$ cat src/source/hk_spi_pkg.sv
package hk_spi_pkg;

    // ----------------------------------------
    // Widths that carry a meaning
    // ----------------------------------------

    // Serial byte, read data and write data
    typedef logic [7:0]  spi_byte_t;
    typedef logic [7:0]  reg_addr_t;
    // Bit position inside the current byte
    typedef logic [2:0]  bit_cnt_t;
    // Byte count from the command, zero selects streaming
    typedef logic [2:0]  xfer_cnt_t;
    typedef logic [25:0] pll_trim_t;
    typedef logic [4:0]  pll_div_t;
    typedef logic [2:0]  pll_sel_t;
    typedef logic [31:0] mask_rev_t;
    typedef logic [11:0] mfgr_id_t;

    // Frame phases, in order of arrival
    typedef enum logic [1:0] {
        CMD,
        ADDR,
        DATA
    } spi_state_t;

    // ----------------------------------------
    // Register map
    // ----------------------------------------
    localparam reg_addr_t ADDR_STATUS  = 8'h00;
    localparam reg_addr_t ADDR_MFGR_HI = 8'h01;
    localparam reg_addr_t ADDR_MFGR_LO = 8'h02;
    localparam reg_addr_t ADDR_PROD    = 8'h03;
    // Mask revision, most significant byte first
    localparam reg_addr_t ADDR_MASK0   = 8'h04;
    localparam reg_addr_t ADDR_MASK1   = 8'h05;
    localparam reg_addr_t ADDR_MASK2   = 8'h06;
    localparam reg_addr_t ADDR_MASK3   = 8'h07;
    localparam reg_addr_t ADDR_PLL_ENA = 8'h08;
    localparam reg_addr_t ADDR_BYPASS  = 8'h09;
    localparam reg_addr_t ADDR_IRQ     = 8'h0a;
    localparam reg_addr_t ADDR_RESET   = 8'h0b;
    localparam reg_addr_t ADDR_TRAP    = 8'h0c;
    // PLL trim, least significant byte first
    localparam reg_addr_t ADDR_TRIM0   = 8'h0d;
    localparam reg_addr_t ADDR_TRIM1   = 8'h0e;
    localparam reg_addr_t ADDR_TRIM2   = 8'h0f;
    localparam reg_addr_t ADDR_TRIM3   = 8'h10;
    localparam reg_addr_t ADDR_PLL_SEL = 8'h11;
    localparam reg_addr_t ADDR_PLL_DIV = 8'h12;

    // ----------------------------------------
    // Reset values
    // ----------------------------------------
    // Near the slowest DCO rate, bit 12 must stay low for startup
    localparam pll_trim_t TRIM_RST    = 26'h3ffefff;
    localparam pll_sel_t  SEL_RST     = 3'd2;
    localparam pll_div_t  DIV_RST     = 5'd4;
    localparam logic      DCO_ENA_RST = 1'b1;
    localparam logic      PLL_ENA_RST = 1'b0;
    localparam logic      BYPASS_RST  = 1'b1;
    localparam logic      IRQ_RST     = 1'b0;
    localparam logic      RESET_RST   = 1'b0;

endpackage

$ cat src/source/spi_frame_fsm.sv
module spi_frame_fsm
    import hk_spi_pkg::*;
(
    input  logic      SCK,
    input  logic      RSTB,
    input  logic      CSB,
    input  logic      SDI,
    output reg_addr_t addr,
    output spi_byte_t wdata,
    output logic      read_phase,
    output logic      byte_start,
    output logic      write_due
);

    spi_state_t state;
    bit_cnt_t   bit_cnt;
    logic       write_mode;
    logic       read_mode;
    xfer_cnt_t  xfer_cnt;
    reg_addr_t  addr_q;
    logic [6:0] data_q;
    logic       frame_rst_n;

    // Frame restarts whenever CSB is high or the chip reset is active
    assign frame_rst_n = RSTB & ~CSB;

    // ----------------------------------------
    // Rising-edge frame state machine
    // ----------------------------------------
    always_ff @(posedge SCK or negedge frame_rst_n) begin
        if (!frame_rst_n) begin
            state      <= CMD;
            bit_cnt    <= '0;
            write_mode <= 1'b0;
            read_mode  <= 1'b0;
            xfer_cnt   <= '0;
            addr_q     <= '0;
            data_q     <= '0;
        end else begin
            // Bit position runs freely, every phase is eight bits long
            bit_cnt <= bit_cnt + 3'd1;
            case (state)
                CMD: begin
                    case (bit_cnt)
                        3'd0: write_mode <= SDI;
                        3'd1: read_mode <= SDI;
                        // Byte count, three bits MSB first
                        3'd2, 3'd3, 3'd4: xfer_cnt <= {xfer_cnt[1:0], SDI};
                        // Low three command bits are reserved
                        3'd7: state <= ADDR;
                        default: ;
                    endcase
                end
                ADDR: begin
                    addr_q <= {addr_q[6:0], SDI};
                    if (bit_cnt == 3'd7) begin
                        state <= DATA;
                    end
                end
                DATA: begin
                    data_q <= {data_q[5:0], SDI};
                    if (bit_cnt == 3'd7) begin
                        if (xfer_cnt == 3'd1) begin
                            // Last byte of a fixed-count transfer
                            state <= CMD;
                        end else begin
                            if (xfer_cnt != '0) begin
                                xfer_cnt <= xfer_cnt - 3'd1;
                            end
                            // Auto increment, wraps past 0xff
                            addr_q <= addr_q + 8'd1;
                        end
                    end
                end
                default: state <= CMD;
            endcase
        end
    end

    // ----------------------------------------
    // Outputs to the bank and the shifter
    // ----------------------------------------

    // Address phase already shows the bit on SDI
    assign addr  = (state == ADDR) ? {addr_q[6:0], SDI} : addr_q;
    // Last data bit comes straight from SDI
    assign wdata = {data_q, SDI};

    assign read_phase = (state == DATA) && read_mode;
    assign byte_start = (state == DATA) && (bit_cnt == 3'd0);
    assign write_due  = (state == DATA) && (bit_cnt == 3'd7) && write_mode;

    // Data bytes only end in CMD or in another data byte
    a_no_data_to_addr: assert property (
        @(posedge SCK) disable iff (!frame_rst_n)
        (state == DATA) |=> (state != ADDR)
    );

    // Write mode comes from the command alone and holds until CMD
    a_write_mode_held: assert property (
        @(posedge SCK) disable iff (!frame_rst_n)
        (state != CMD) |=> $stable(write_mode)
    );

endmodule

$ cat src/source/spi_shift_out.sv
module spi_shift_out
    import hk_spi_pkg::*;
(
    input  logic      SCK,
    input  logic      RSTB,
    input  logic      CSB,
    input  spi_byte_t rdata,
    input  logic      read_phase,
    input  logic      byte_start,
    input  logic      write_due,
    output logic      SDO,
    output logic      sdo_enb,
    output logic      wr_stb
);

    spi_byte_t ldata;
    logic      shift_rst_n;

    assign shift_rst_n = RSTB & ~CSB;

    // Falling edge keeps SDO stable for the master's rising-edge sample
    always_ff @(negedge SCK or negedge shift_rst_n) begin
        if (!shift_rst_n) begin
            ldata   <= '0;
            sdo_enb <= 1'b1;
            wr_stb  <= 1'b0;
        end else begin
            // Driver on only during read data bytes
            sdo_enb <= ~read_phase;
            if (read_phase && byte_start) begin
                // Old value, ahead of any write in the same byte
                ldata <= rdata;
            end else begin
                ldata <= {ldata[6:0], 1'b0};
            end
            // Strobe spans the rising edge of the last data bit
            wr_stb <= write_due;
        end
    end

    // MSB leaves first
    assign SDO = ldata[7];

    // One write per byte, so the strobe is always a single pulse
    a_wr_stb_pulse: assert property (
        @(negedge SCK) disable iff (!shift_rst_n)
        wr_stb |=> !wr_stb
    );

endmodule

$ cat src/source/hk_register_bank.sv
module hk_register_bank
    import hk_spi_pkg::*;
#(
    parameter mfgr_id_t  MFGR_ID = 12'h456,
    parameter spi_byte_t PROD_ID = 8'h10
) (
    input  logic      SCK,
    input  logic      RSTB,
    input  reg_addr_t addr,
    input  spi_byte_t wdata,
    input  logic      wr_stb,
    input  logic      trap,
    input  mask_rev_t mask_rev,
    output spi_byte_t rdata,
    output logic      pll_ena,
    output logic      pll_dco_ena,
    output pll_div_t  pll_div,
    output pll_sel_t  pll_sel,
    output pll_sel_t  pll90_sel,
    output pll_trim_t pll_trim,
    output logic      pll_bypass,
    output logic      irq,
    output logic      reset
);

    // ----------------------------------------
    // Writable registers
    // ----------------------------------------
    always_ff @(posedge SCK or negedge RSTB) begin
        if (!RSTB) begin
            pll_trim    <= TRIM_RST;
            pll_sel     <= SEL_RST;
            pll90_sel   <= SEL_RST;
            pll_div     <= DIV_RST;
            pll_dco_ena <= DCO_ENA_RST;
            pll_ena     <= PLL_ENA_RST;
            pll_bypass  <= BYPASS_RST;
            irq         <= IRQ_RST;
            reset       <= RESET_RST;
        end else if (wr_stb) begin
            case (addr)
                ADDR_PLL_ENA: begin
                    pll_ena     <= wdata[0];
                    pll_dco_ena <= wdata[1];
                end
                ADDR_BYPASS: pll_bypass <= wdata[0];
                ADDR_IRQ:    irq <= wdata[0];
                ADDR_RESET:  reset <= wdata[0];
                // Trim word, low byte at the lowest address
                ADDR_TRIM0:  pll_trim[7:0] <= wdata;
                ADDR_TRIM1:  pll_trim[15:8] <= wdata;
                ADDR_TRIM2:  pll_trim[23:16] <= wdata;
                ADDR_TRIM3:  pll_trim[25:24] <= wdata[1:0];
                ADDR_PLL_SEL: begin
                    pll_sel   <= wdata[2:0];
                    pll90_sel <= wdata[5:3];
                end
                ADDR_PLL_DIV: pll_div <= wdata[4:0];
                // IDs, mask revision, trap and unmapped space are read only
                default: ;
            endcase
        end
    end

    // ----------------------------------------
    // Read-back multiplexer
    // ----------------------------------------
    always_comb begin
        case (addr)
            // Status byte, nothing defined yet
            ADDR_STATUS:  rdata = 8'h00;
            ADDR_MFGR_HI: rdata = {4'h0, MFGR_ID[11:8]};
            ADDR_MFGR_LO: rdata = MFGR_ID[7:0];
            ADDR_PROD:    rdata = PROD_ID;
            // Mask revision from the metal straps
            ADDR_MASK0:   rdata = mask_rev[31:24];
            ADDR_MASK1:   rdata = mask_rev[23:16];
            ADDR_MASK2:   rdata = mask_rev[15:8];
            ADDR_MASK3:   rdata = mask_rev[7:0];
            ADDR_PLL_ENA: rdata = {6'b0, pll_dco_ena, pll_ena};
            ADDR_BYPASS:  rdata = {7'b0, pll_bypass};
            ADDR_IRQ:     rdata = {7'b0, irq};
            ADDR_RESET:   rdata = {7'b0, reset};
            ADDR_TRAP:    rdata = {7'b0, trap};
            ADDR_TRIM0:   rdata = pll_trim[7:0];
            ADDR_TRIM1:   rdata = pll_trim[15:8];
            ADDR_TRIM2:   rdata = pll_trim[23:16];
            ADDR_TRIM3:   rdata = {6'b0, pll_trim[25:24]};
            ADDR_PLL_SEL: rdata = {2'b0, pll90_sel, pll_sel};
            ADDR_PLL_DIV: rdata = {3'b0, pll_div};
            default:      rdata = 8'h00;
        endcase
    end

    // Shifter is held in reset with the bank, so no strobe can arrive
    a_no_stb_in_reset: assert property (
        @(posedge SCK) wr_stb |-> RSTB
    );

endmodule

$ cat src/source/housekeeping_spi.sv
module housekeeping_spi
    import hk_spi_pkg::*;
#(
    parameter mfgr_id_t  MFGR_ID = 12'h456,
    parameter spi_byte_t PROD_ID = 8'h10
) (
    input  logic      SCK,
    input  logic      RSTB,
    input  logic      CSB,
    input  logic      SDI,
    input  logic      trap,
    input  mask_rev_t mask_rev_in,
    output logic      SDO,
    output logic      sdo_enb,
    output logic      pll_ena,
    output logic      pll_dco_ena,
    output pll_div_t  pll_div,
    output pll_sel_t  pll_sel,
    output pll_sel_t  pll90_sel,
    output pll_trim_t pll_trim,
    output logic      pll_bypass,
    output logic      irq,
    output logic      reset
);

    // ----------------------------------------
    // Internal frame and register signals
    // ----------------------------------------
    reg_addr_t addr;
    spi_byte_t wdata;
    spi_byte_t rdata;
    logic      read_phase;
    logic      byte_start;
    logic      write_due;
    logic      wr_stb;

    // Rising edge side, command and address decode
    spi_frame_fsm u_frame (
        .SCK        (SCK),
        .RSTB       (RSTB),
        .CSB        (CSB),
        .SDI        (SDI),
        .addr       (addr),
        .wdata      (wdata),
        .read_phase (read_phase),
        .byte_start (byte_start),
        .write_due  (write_due)
    );

    // Falling edge side, read data and write strobe
    spi_shift_out u_shift (
        .SCK        (SCK),
        .RSTB       (RSTB),
        .CSB        (CSB),
        .rdata      (rdata),
        .read_phase (read_phase),
        .byte_start (byte_start),
        .write_due  (write_due),
        .SDO        (SDO),
        .sdo_enb    (sdo_enb),
        .wr_stb     (wr_stb)
    );

    // Register map and outputs to the PLL and the SoC
    hk_register_bank #(
        .MFGR_ID (MFGR_ID),
        .PROD_ID (PROD_ID)
    ) u_bank (
        .SCK         (SCK),
        .RSTB        (RSTB),
        .addr        (addr),
        .wdata       (wdata),
        .wr_stb      (wr_stb),
        .trap        (trap),
        .mask_rev    (mask_rev_in),
        .rdata       (rdata),
        .pll_ena     (pll_ena),
        .pll_dco_ena (pll_dco_ena),
        .pll_div     (pll_div),
        .pll_sel     (pll_sel),
        .pll90_sel   (pll90_sel),
        .pll_trim    (pll_trim),
        .pll_bypass  (pll_bypass),
        .irq         (irq),
        .reset       (reset)
    );

endmodule

$ cat config.mk
export PLATFORM = sky130hd
export DESIGN_NAME = housekeeping_spi
export DESIGN_NICKNAME = d
export VERILOG_FILES = /design/src/source/hk_spi_pkg.sv /design/src/source/spi_frame_fsm.sv /design/src/source/spi_shift_out.sv /design/src/source/hk_register_bank.sv /design/src/source/housekeeping_spi.sv
export SDC_FILE = /design/constraint.sdc
export NUM_CORES = 1
export LEC_CHECK = 0
export BUFFER_PORTS_ARGS = -buffer_cell sky130_fd_sc_hd__buf_2
export CORE_MARGIN = 5
export CORE_UTILIZATION = 35
export DETAILED_ROUTE_END_ITERATION = 8
export SLEW_MARGIN = 10
export SYNTH_ARGS = -nofsm -noshare
export SYNTH_HDL_FRONTEND = slang
export SYNTH_SLANG_ARGS = --single-unit
export TNS_END_PERCENT = 5
$ cat constraint.sdc
create_clock -name SCK -period 2.9 [get_ports SCK]
set_clock_uncertainty 0.2 [all_clocks]
set_input_delay 0.29 -clock SCK [delete_from_list [all_inputs] [get_ports SCK]]
set_output_delay 0.29 -clock SCK [all_outputs]
set_load 0.01 [all_outputs]
==> results of run 1 <==
## per-layer routing
| layer | track usage | up-vias |
|---|---|---|
| met1 | 0.258 | 1877 |
| met3 | 0.0380 | 23 |
| li1 | - | 1758 |
| met2 | 0.298 | 113 |
| met5 | 0 | - |
| met4 | 0.0737 | 0 |
## registers in the layout, summed over array words and instances, names as in the netlist, 2 cells and up
register / cells
u_bank.pll90_sel: 3
u_bank.pll_div: 5
u_bank.pll_sel: 3
u_bank.pll_trim: 26
u_frame.addr_q: 8
u_frame.bit_cnt: 3
u_frame.data_q: 7
u_frame.state: 2
u_frame.xfer_cnt: 3
u_shift.ldata: 8
## cells in the mapped netlist, types with 7 or more instances
library cell,count
a211oi_1,7
a21oi_1,23
a222oi_1,16
a31oi_1,8
and3_1,7
buf_2,13
clkbuf_1,8
dfrtn_1,9
dfrtp_1,37
dfstp_2,31
ha_1,14
inv_1,16
mux2_2,50
nand2_1,25
nand3_1,9
nor2_1,29
o21ai_0,10
## through the flow
step                       util  worst slack, ps
final                     0.506             -931
after global routing      0.506            -1020
after CTS                 0.494             -923
after detailed placement  0.446             -960
after global placement    0.446             -878
after floorplan               -             -798
## final timing paths
path / startpoint / slack, ps / end / depth (start not counted)
worst max-delay path: u_frame.state[1] / -930 / u_shift.ldata[1] / 11
worst min-delay path: u_shift.ldata[6] / 210 / u_shift.ldata[7] / 2
worst max register to register: u_frame.state[1] / -930 / u_shift.ldata[1] / 11
worst min register to register: u_shift.ldata[6] / 210 / u_shift.ldata[7] / 2
max in group asynchronous: RSTB / 390 / u_shift.ldata[7] / 4
min in group asynchronous: RSTB / 420 / u_bank.pll90_sel[2] / 3
## power by group
part	total (W)	internal [W]	switching (W)	leakage (nW)
combinational	0.00286	0.00145	0.00141	1.73
clock	0.00120	0.000691	0.000510	0.157
sequential	0.00153	0.00129	0.000237	0.920
## timing repair
item                                    CTS  global route
pin swaps                                22            17
buffers inserted                         14             3
endpoints found under the setup margin   40            42
hold endpoints to repair                 37             0
resized for setup                        27            32
hold buffers                              2             0
## kinds of logic (layout without fill, tap and decap cells)
| family | Yosys count | in the layout | share of synthesized area |
|---|---|---|---|
| AOI/OAI and AO/OA | 99 | 99 | 0.174 |
| and+or+nand+nor | 97 | 97 | 0.114 |
| DFF | 77 | 77 | 0.469 |
| muxes | 57 | 57 | 0.152 |
| buffers and inverters | 42 | 203 | 0.0451 |
| adders and majority gates | 14 | 14 | 0.0418 |
| xor gates and xnor gates | 2 | 2 | 0.00418 |
## critical path: cells and delay by family, from the launching register on
| family | cells | cell delay [ps] |
|---|---|---|
| AOI/OAI and AO/OA | 3 | 710 |
| adders and majority gates | 1 | 180 |
| buffers and inverters | 4 | 460 |
| DFF | 1 | 360 |
| and+or+nand+nor | 3 | 310 |
## layout make-up
| type | count | area (sq um) | area share |
|---|---|---|---|
| Multi-Input combinational cell | 269 | 2270 | 0.379 |
| Sequential cell | 77 | 1970 | 0.328 |
| Timing Repair Buffer | 171 | 1200 | 0.200 |
| Clock buffer | 9 | 225 | 0.0376 |
| Tap cell | 147 | 184 | 0.0307 |
| Clock inverter | 8 | 92.6 | 0.0154 |
| Inverter | 15 | 56.3 | 0.00939 |
## cell usage in the layout, fill, tap and decap left out, types with 11 or more instances in the layout
| master | netlist | final |
|---|---|---|
| buf_6 | 0 | 12 |
| mux2_4 | 0 | 21 |
| nor2_1 | 29 | 29 |
| mux2_2 | 50 | 32 |
| dfstp_2 | 31 | 31 |
| inv_1 | 16 | 15 |
| buf_4 | 4 | 73 |
| ha_1 | 14 | 11 |
| nand2_1 | 25 | 25 |
| buf_2 | 13 | 79 |
| dfrtp_1 | 37 | 36 |
| a222oi_1 | 16 | 16 |
| a21oi_1 | 23 | 22 |
==> flow_metrics.tcl, run 1 <==
set metrics [dict create \
    status "complete, but fails checks" \
    violations "negative setup slack" \
    synth-seq-cells 77 \
    chipHeight_microns 119 \
    synthDistinctLibCells 53 \
    syn2layout_area_growth_pct 43.2 \
    gp_congestion 0.893 \
    clock_latency_ps 350 \
    powerDensity_nw_per_um2 932 \
    num_io_pins 81 \
    drt_first_pass_iters 9 \
    hold_viol_final 0 \
    synth_top_cells_by_area "dfrtp_1 (22%), dfstp_2 (19%), mux2_2 (13%)" \
    crit_type "reg -> reg" \
    detail_route.wl_per_cell_microns 18.9 \
    tritoncts "yes" \
    met3WireLength_microns 686 \
    postSynthAreaPerCell_sq_um 10.8 \
    port_buffers 80 \
    cp_cell_sequence "inv_2, buf_4, ha_4, nor2b_4, o221a_4, buf_6, buf_6, a222oi_1, nor2_1, nor2_1, a31oi_1" \
    cts.sinks 77 \
    dp_cells 662 \
    dpl.hpwl_mm 9.33 \
    synth_nets 439 \
    drt_iter0_markers 364 \
    ant_nets 0 \
    crit_required_ps 1440 \
    drv_cap 0 \
    cts_buffers 9 \
    p_total_w 0.00559 \
    drc_errors 0 \
    end_kind "register" \
    yosysTopAreaCell "dfrtp_1" \
    drive_above_1_share 0.545 \
    ir_drop_v 0.000357 \
    drt-total-wl_mm 13.2 \
    p_leak_nw 2.81 \
    coreArea_sq_um 11900 \
    yosys_most_used_dff "dfrtp_1" \
    die_area_sq_um 14300 \
    slew-limit-headroom 0.658 \
    routed.top_layer "met4" \
    antenna_cells 0 \
    slowest_delay_ps 360 \
    startpoint_type "register" \
    clk_pin_slew_ps 70 \
    ys_seq_area_frac 0.469 \
    nNetsFinal 595 \
    initial_core_util 0.353 \
    yosysWarnings 0 \
    slowest_stage "dfrtp_1" \
    num_vias 3771 \
    holdWs_ps 209 \
    fillCellCount 1048 \
    wl_met2_mm 6.29 \
    async_flop_share 1.00 \
    synthCells 388 \
    grt_setup_unrepaired "yes" \
    grt_antenna_before_repair 0 \
    m1WireLength_mm 5.88 \
    synth_area_sq_um 4190 \
    final_cell_area_sq_um 6000 \
    rows 40 \
    max-clock-path-buffers 2 \
    grt_max_degree 43 \
    critPathMaxFanout 8 \
    slew_viol_final 0 \
    crit_arrival_ps 2370 \
    cts_root_buf "clkbuf_16" \
    placed_cell_area_sq_um 5290 \
    tns_ps -7390 \
    min_path_type "reg -> reg" \
    worst_pin_slew_ps 513 \
    layout.cells.non_filler 696 \
    yosysTopAreaCellShare 0.221 \
    fp.dieW_microns 119 \
    h-tree-depth 3 \
    track_usage 0.190 \
    setup_viol 17 \
    first_global_vias 3987 \
    grt_overflow 0 \
    synth-edff-count 0 \
    fin_ws_ps -931 \
    grt_pass1_wl_mm 21.3 \
    vias_per_cell 5.42 \
]
Note: power is estimated with default switching activity, not from simulation.
==> inputs of run 2 (changes only) <==
Settings changed: CORE_ASPECT_RATIO set to 2.
==> run 2 against run 1 <==
The run still ends with negative setup slack left. Combinational power decreased by 1%. Routed wire length increased by 3.8%. Non-clock buffer count decreased by 2. Register-to-register slack about the same. Critical path type unchanged. Critical endpoint is now u_shift.ldata[6]. Largest power group unchanged.
==> flow_metrics.tcl, run 2 (synthesis gave the netlist of run 1 again) <==
set metrics [dict create \
    drv_cap 0 \
    initial_core_util 0.356 \
    drt_iter0_markers 259 \
    slowest_stage "dfrtp_1" \
    fin_ws_ps -932 \
    p_total_w 0.00568 \
    die_area_sq_um 14400 \
    p_leak_nw 2.80 \
    first_global_vias 4151 \
    powerDensity_nw_per_um2 958 \
    slew_viol_final 0 \
    ir_drop_v 0.000544 \
    status "complete, but fails checks" \
    chipHeight_microns 165 \
    drt_first_pass_iters 8 \
    num_vias 3816 \
    h-tree-depth 3 \
    placed_cell_area_sq_um 5360 \
    crit_arrival_ps 2380 \
    rows 56 \
    grt_max_degree 43 \
    crit_type "reg -> reg" \
    grt_pass1_wl_mm 21.2 \
    cts_root_buf "clkbuf_16" \
    r2r_end "u_shift.ldata[6]" \
    drive_above_1_share 0.534 \
    num_io_pins 81 \
    clock_latency_ps 340 \
    grt_antenna_before_repair 0 \
    detail_route.wl_per_cell_microns 19.7 \
    track_usage 0.194 \
    clk_pin_slew_ps 60 \
    drc_errors 0 \
    layout_commonest_cell "buf_2" \
    slew-limit-headroom 0.651 \
    end_kind "register" \
    drt-total-wl_mm 13.7 \
    final_cell_area_sq_um 5930 \
    ant_nets 0 \
    grt_setup_unrepaired "yes" \
    layout_common_cells "buf_2 (79), buf_4 (76), mux2_2 (46)" \
    largest-register "u_bank.pll_trim" \
    largest_reg_flops 26 \
    worst_pin_slew_ps 524 \
    max-clock-path-buffers 2 \
    syn2layout_area_growth_pct 41.5 \
    antenna_cells 0 \
    violations "negative setup slack" \
    rr_worst_depth 11 \
    min_path_type "in -> reg" \
    coreArea_sq_um 11800 \
    crit_required_ps 1450 \
    setup_viol 45 \
    fp.dieW_microns 87.4 \
    hold_viol_final 0 \
    rrSetupSlack_ps -930 \
    holdWs_ps 191 \
    vias_per_cell 5.51 \
    dpl.hpwl_mm 10.4 \
    min_to "u_bank.pll_trim[16]" \
    cp_cell_sequence "inv_2, ha_4, buf_4, buf_4, nand2b_1, a221oi_2, buf_12, a222oi_1, a21boi_2, o221ai_1, o21a_1" \
    hold_path_startpoint "SDI" \
    fillCellCount 1109 \
    nNetsFinal 593 \
    top_regs "u_bank.pll_trim (26), u_frame.addr_q (8), u_shift.ldata (8)" \
    timing.rr.start "u_frame.state[1]" \
    grt_overflow 0 \
    fin_util 0.503 \
    holdPathStages 3 \
    critPathMaxFanout 15 \
    dp_slack_ps -962 \
    cts.sinks 77 \
    startpoint_type "register" \
    slowest_delay_ps 390 \
    gp_congestion 0.864 \
    port_buffers 80 \
    tritoncts "yes" \
    path_common_cell "buf_4" \
    cts_buffers 9 \
]
## run 2: area by class of cell
type,instances,area (sq um),share of cell area
multi-input cells,269,2190,0.370
flip-flops and latches,77,1970,0.332
repair buffers,169,1180,0.199
clock buffers,11,243,0.0410
well taps,145,181,0.0306
clock inverters,6,111,0.0188
inverters,15,56.3,0.00950
## run 2: worst max-delay path by stage
stage / from / end / cells past startpoint
2_1_floorplan: u_frame.state[0] / u_shift.ldata[2] / 9
3_3_place_gp: u_frame.state[1] / u_shift.ldata[6] / 9
3_5_place_dp: u_frame.state[0] / u_shift.ldata[5] / 8
4_1_cts: u_frame.state[1] / u_shift.ldata[6] / 11
5_1_grt: u_frame.state[1] / u_shift.ldata[3] / 10
6_report: u_frame.state[1] / u_shift.ldata[6] / 11
## run 2: layer usage
metal  track usage  up-vias  wire (microns)
li1              -     1752               -
met1         0.206     1910            4890
met2         0.348      119            7580
met3        0.0255       35             533
met4         0.122        0             648
met5             0        -               0
## run 2: where the power goes
part | leakage (nW) | internal [W] | total (W) | switching (W)
clock | 0.176 | 0.000872 | 0.00134 | 0.000467
sequential | 0.920 | 0.00129 | 0.00152 | 0.000232
combinational | 1.70 | 0.00139 | 0.00282 | 0.00143
## run 2: repair_timing
item | 4_1_cts | 5_1_grt
hold endpoints to repair | 37 | 0
setup endpoints to repair | 47 | 50
pin swaps | 8 | 12
gates resized for setup | 11 | 17
setup buffers | 0 | 9
hold buffers | 2 | 0
## run 2: per-stage QoR
step	std cells	TNS (ps)
2_1_floorplan	388	-8490
3_3_place_gp	665	-7690
3_5_place_dp	665	-8080
4_1_cts	683	-8460
5_1_grt	692	-11300
6_report	692	-8780
## run 2: worst max-delay path: cells and delay by family, from the launching register on
kind | cells | cell delay [ps]
AO/OA/AOI/OAI | 5 | 780
flip-flops | 1 | 390
buffers and inverters | 4 | 570
adder cells (fa/ha/maj) | 1 | 190
AND/OR/NAND/NOR | 1 | 120
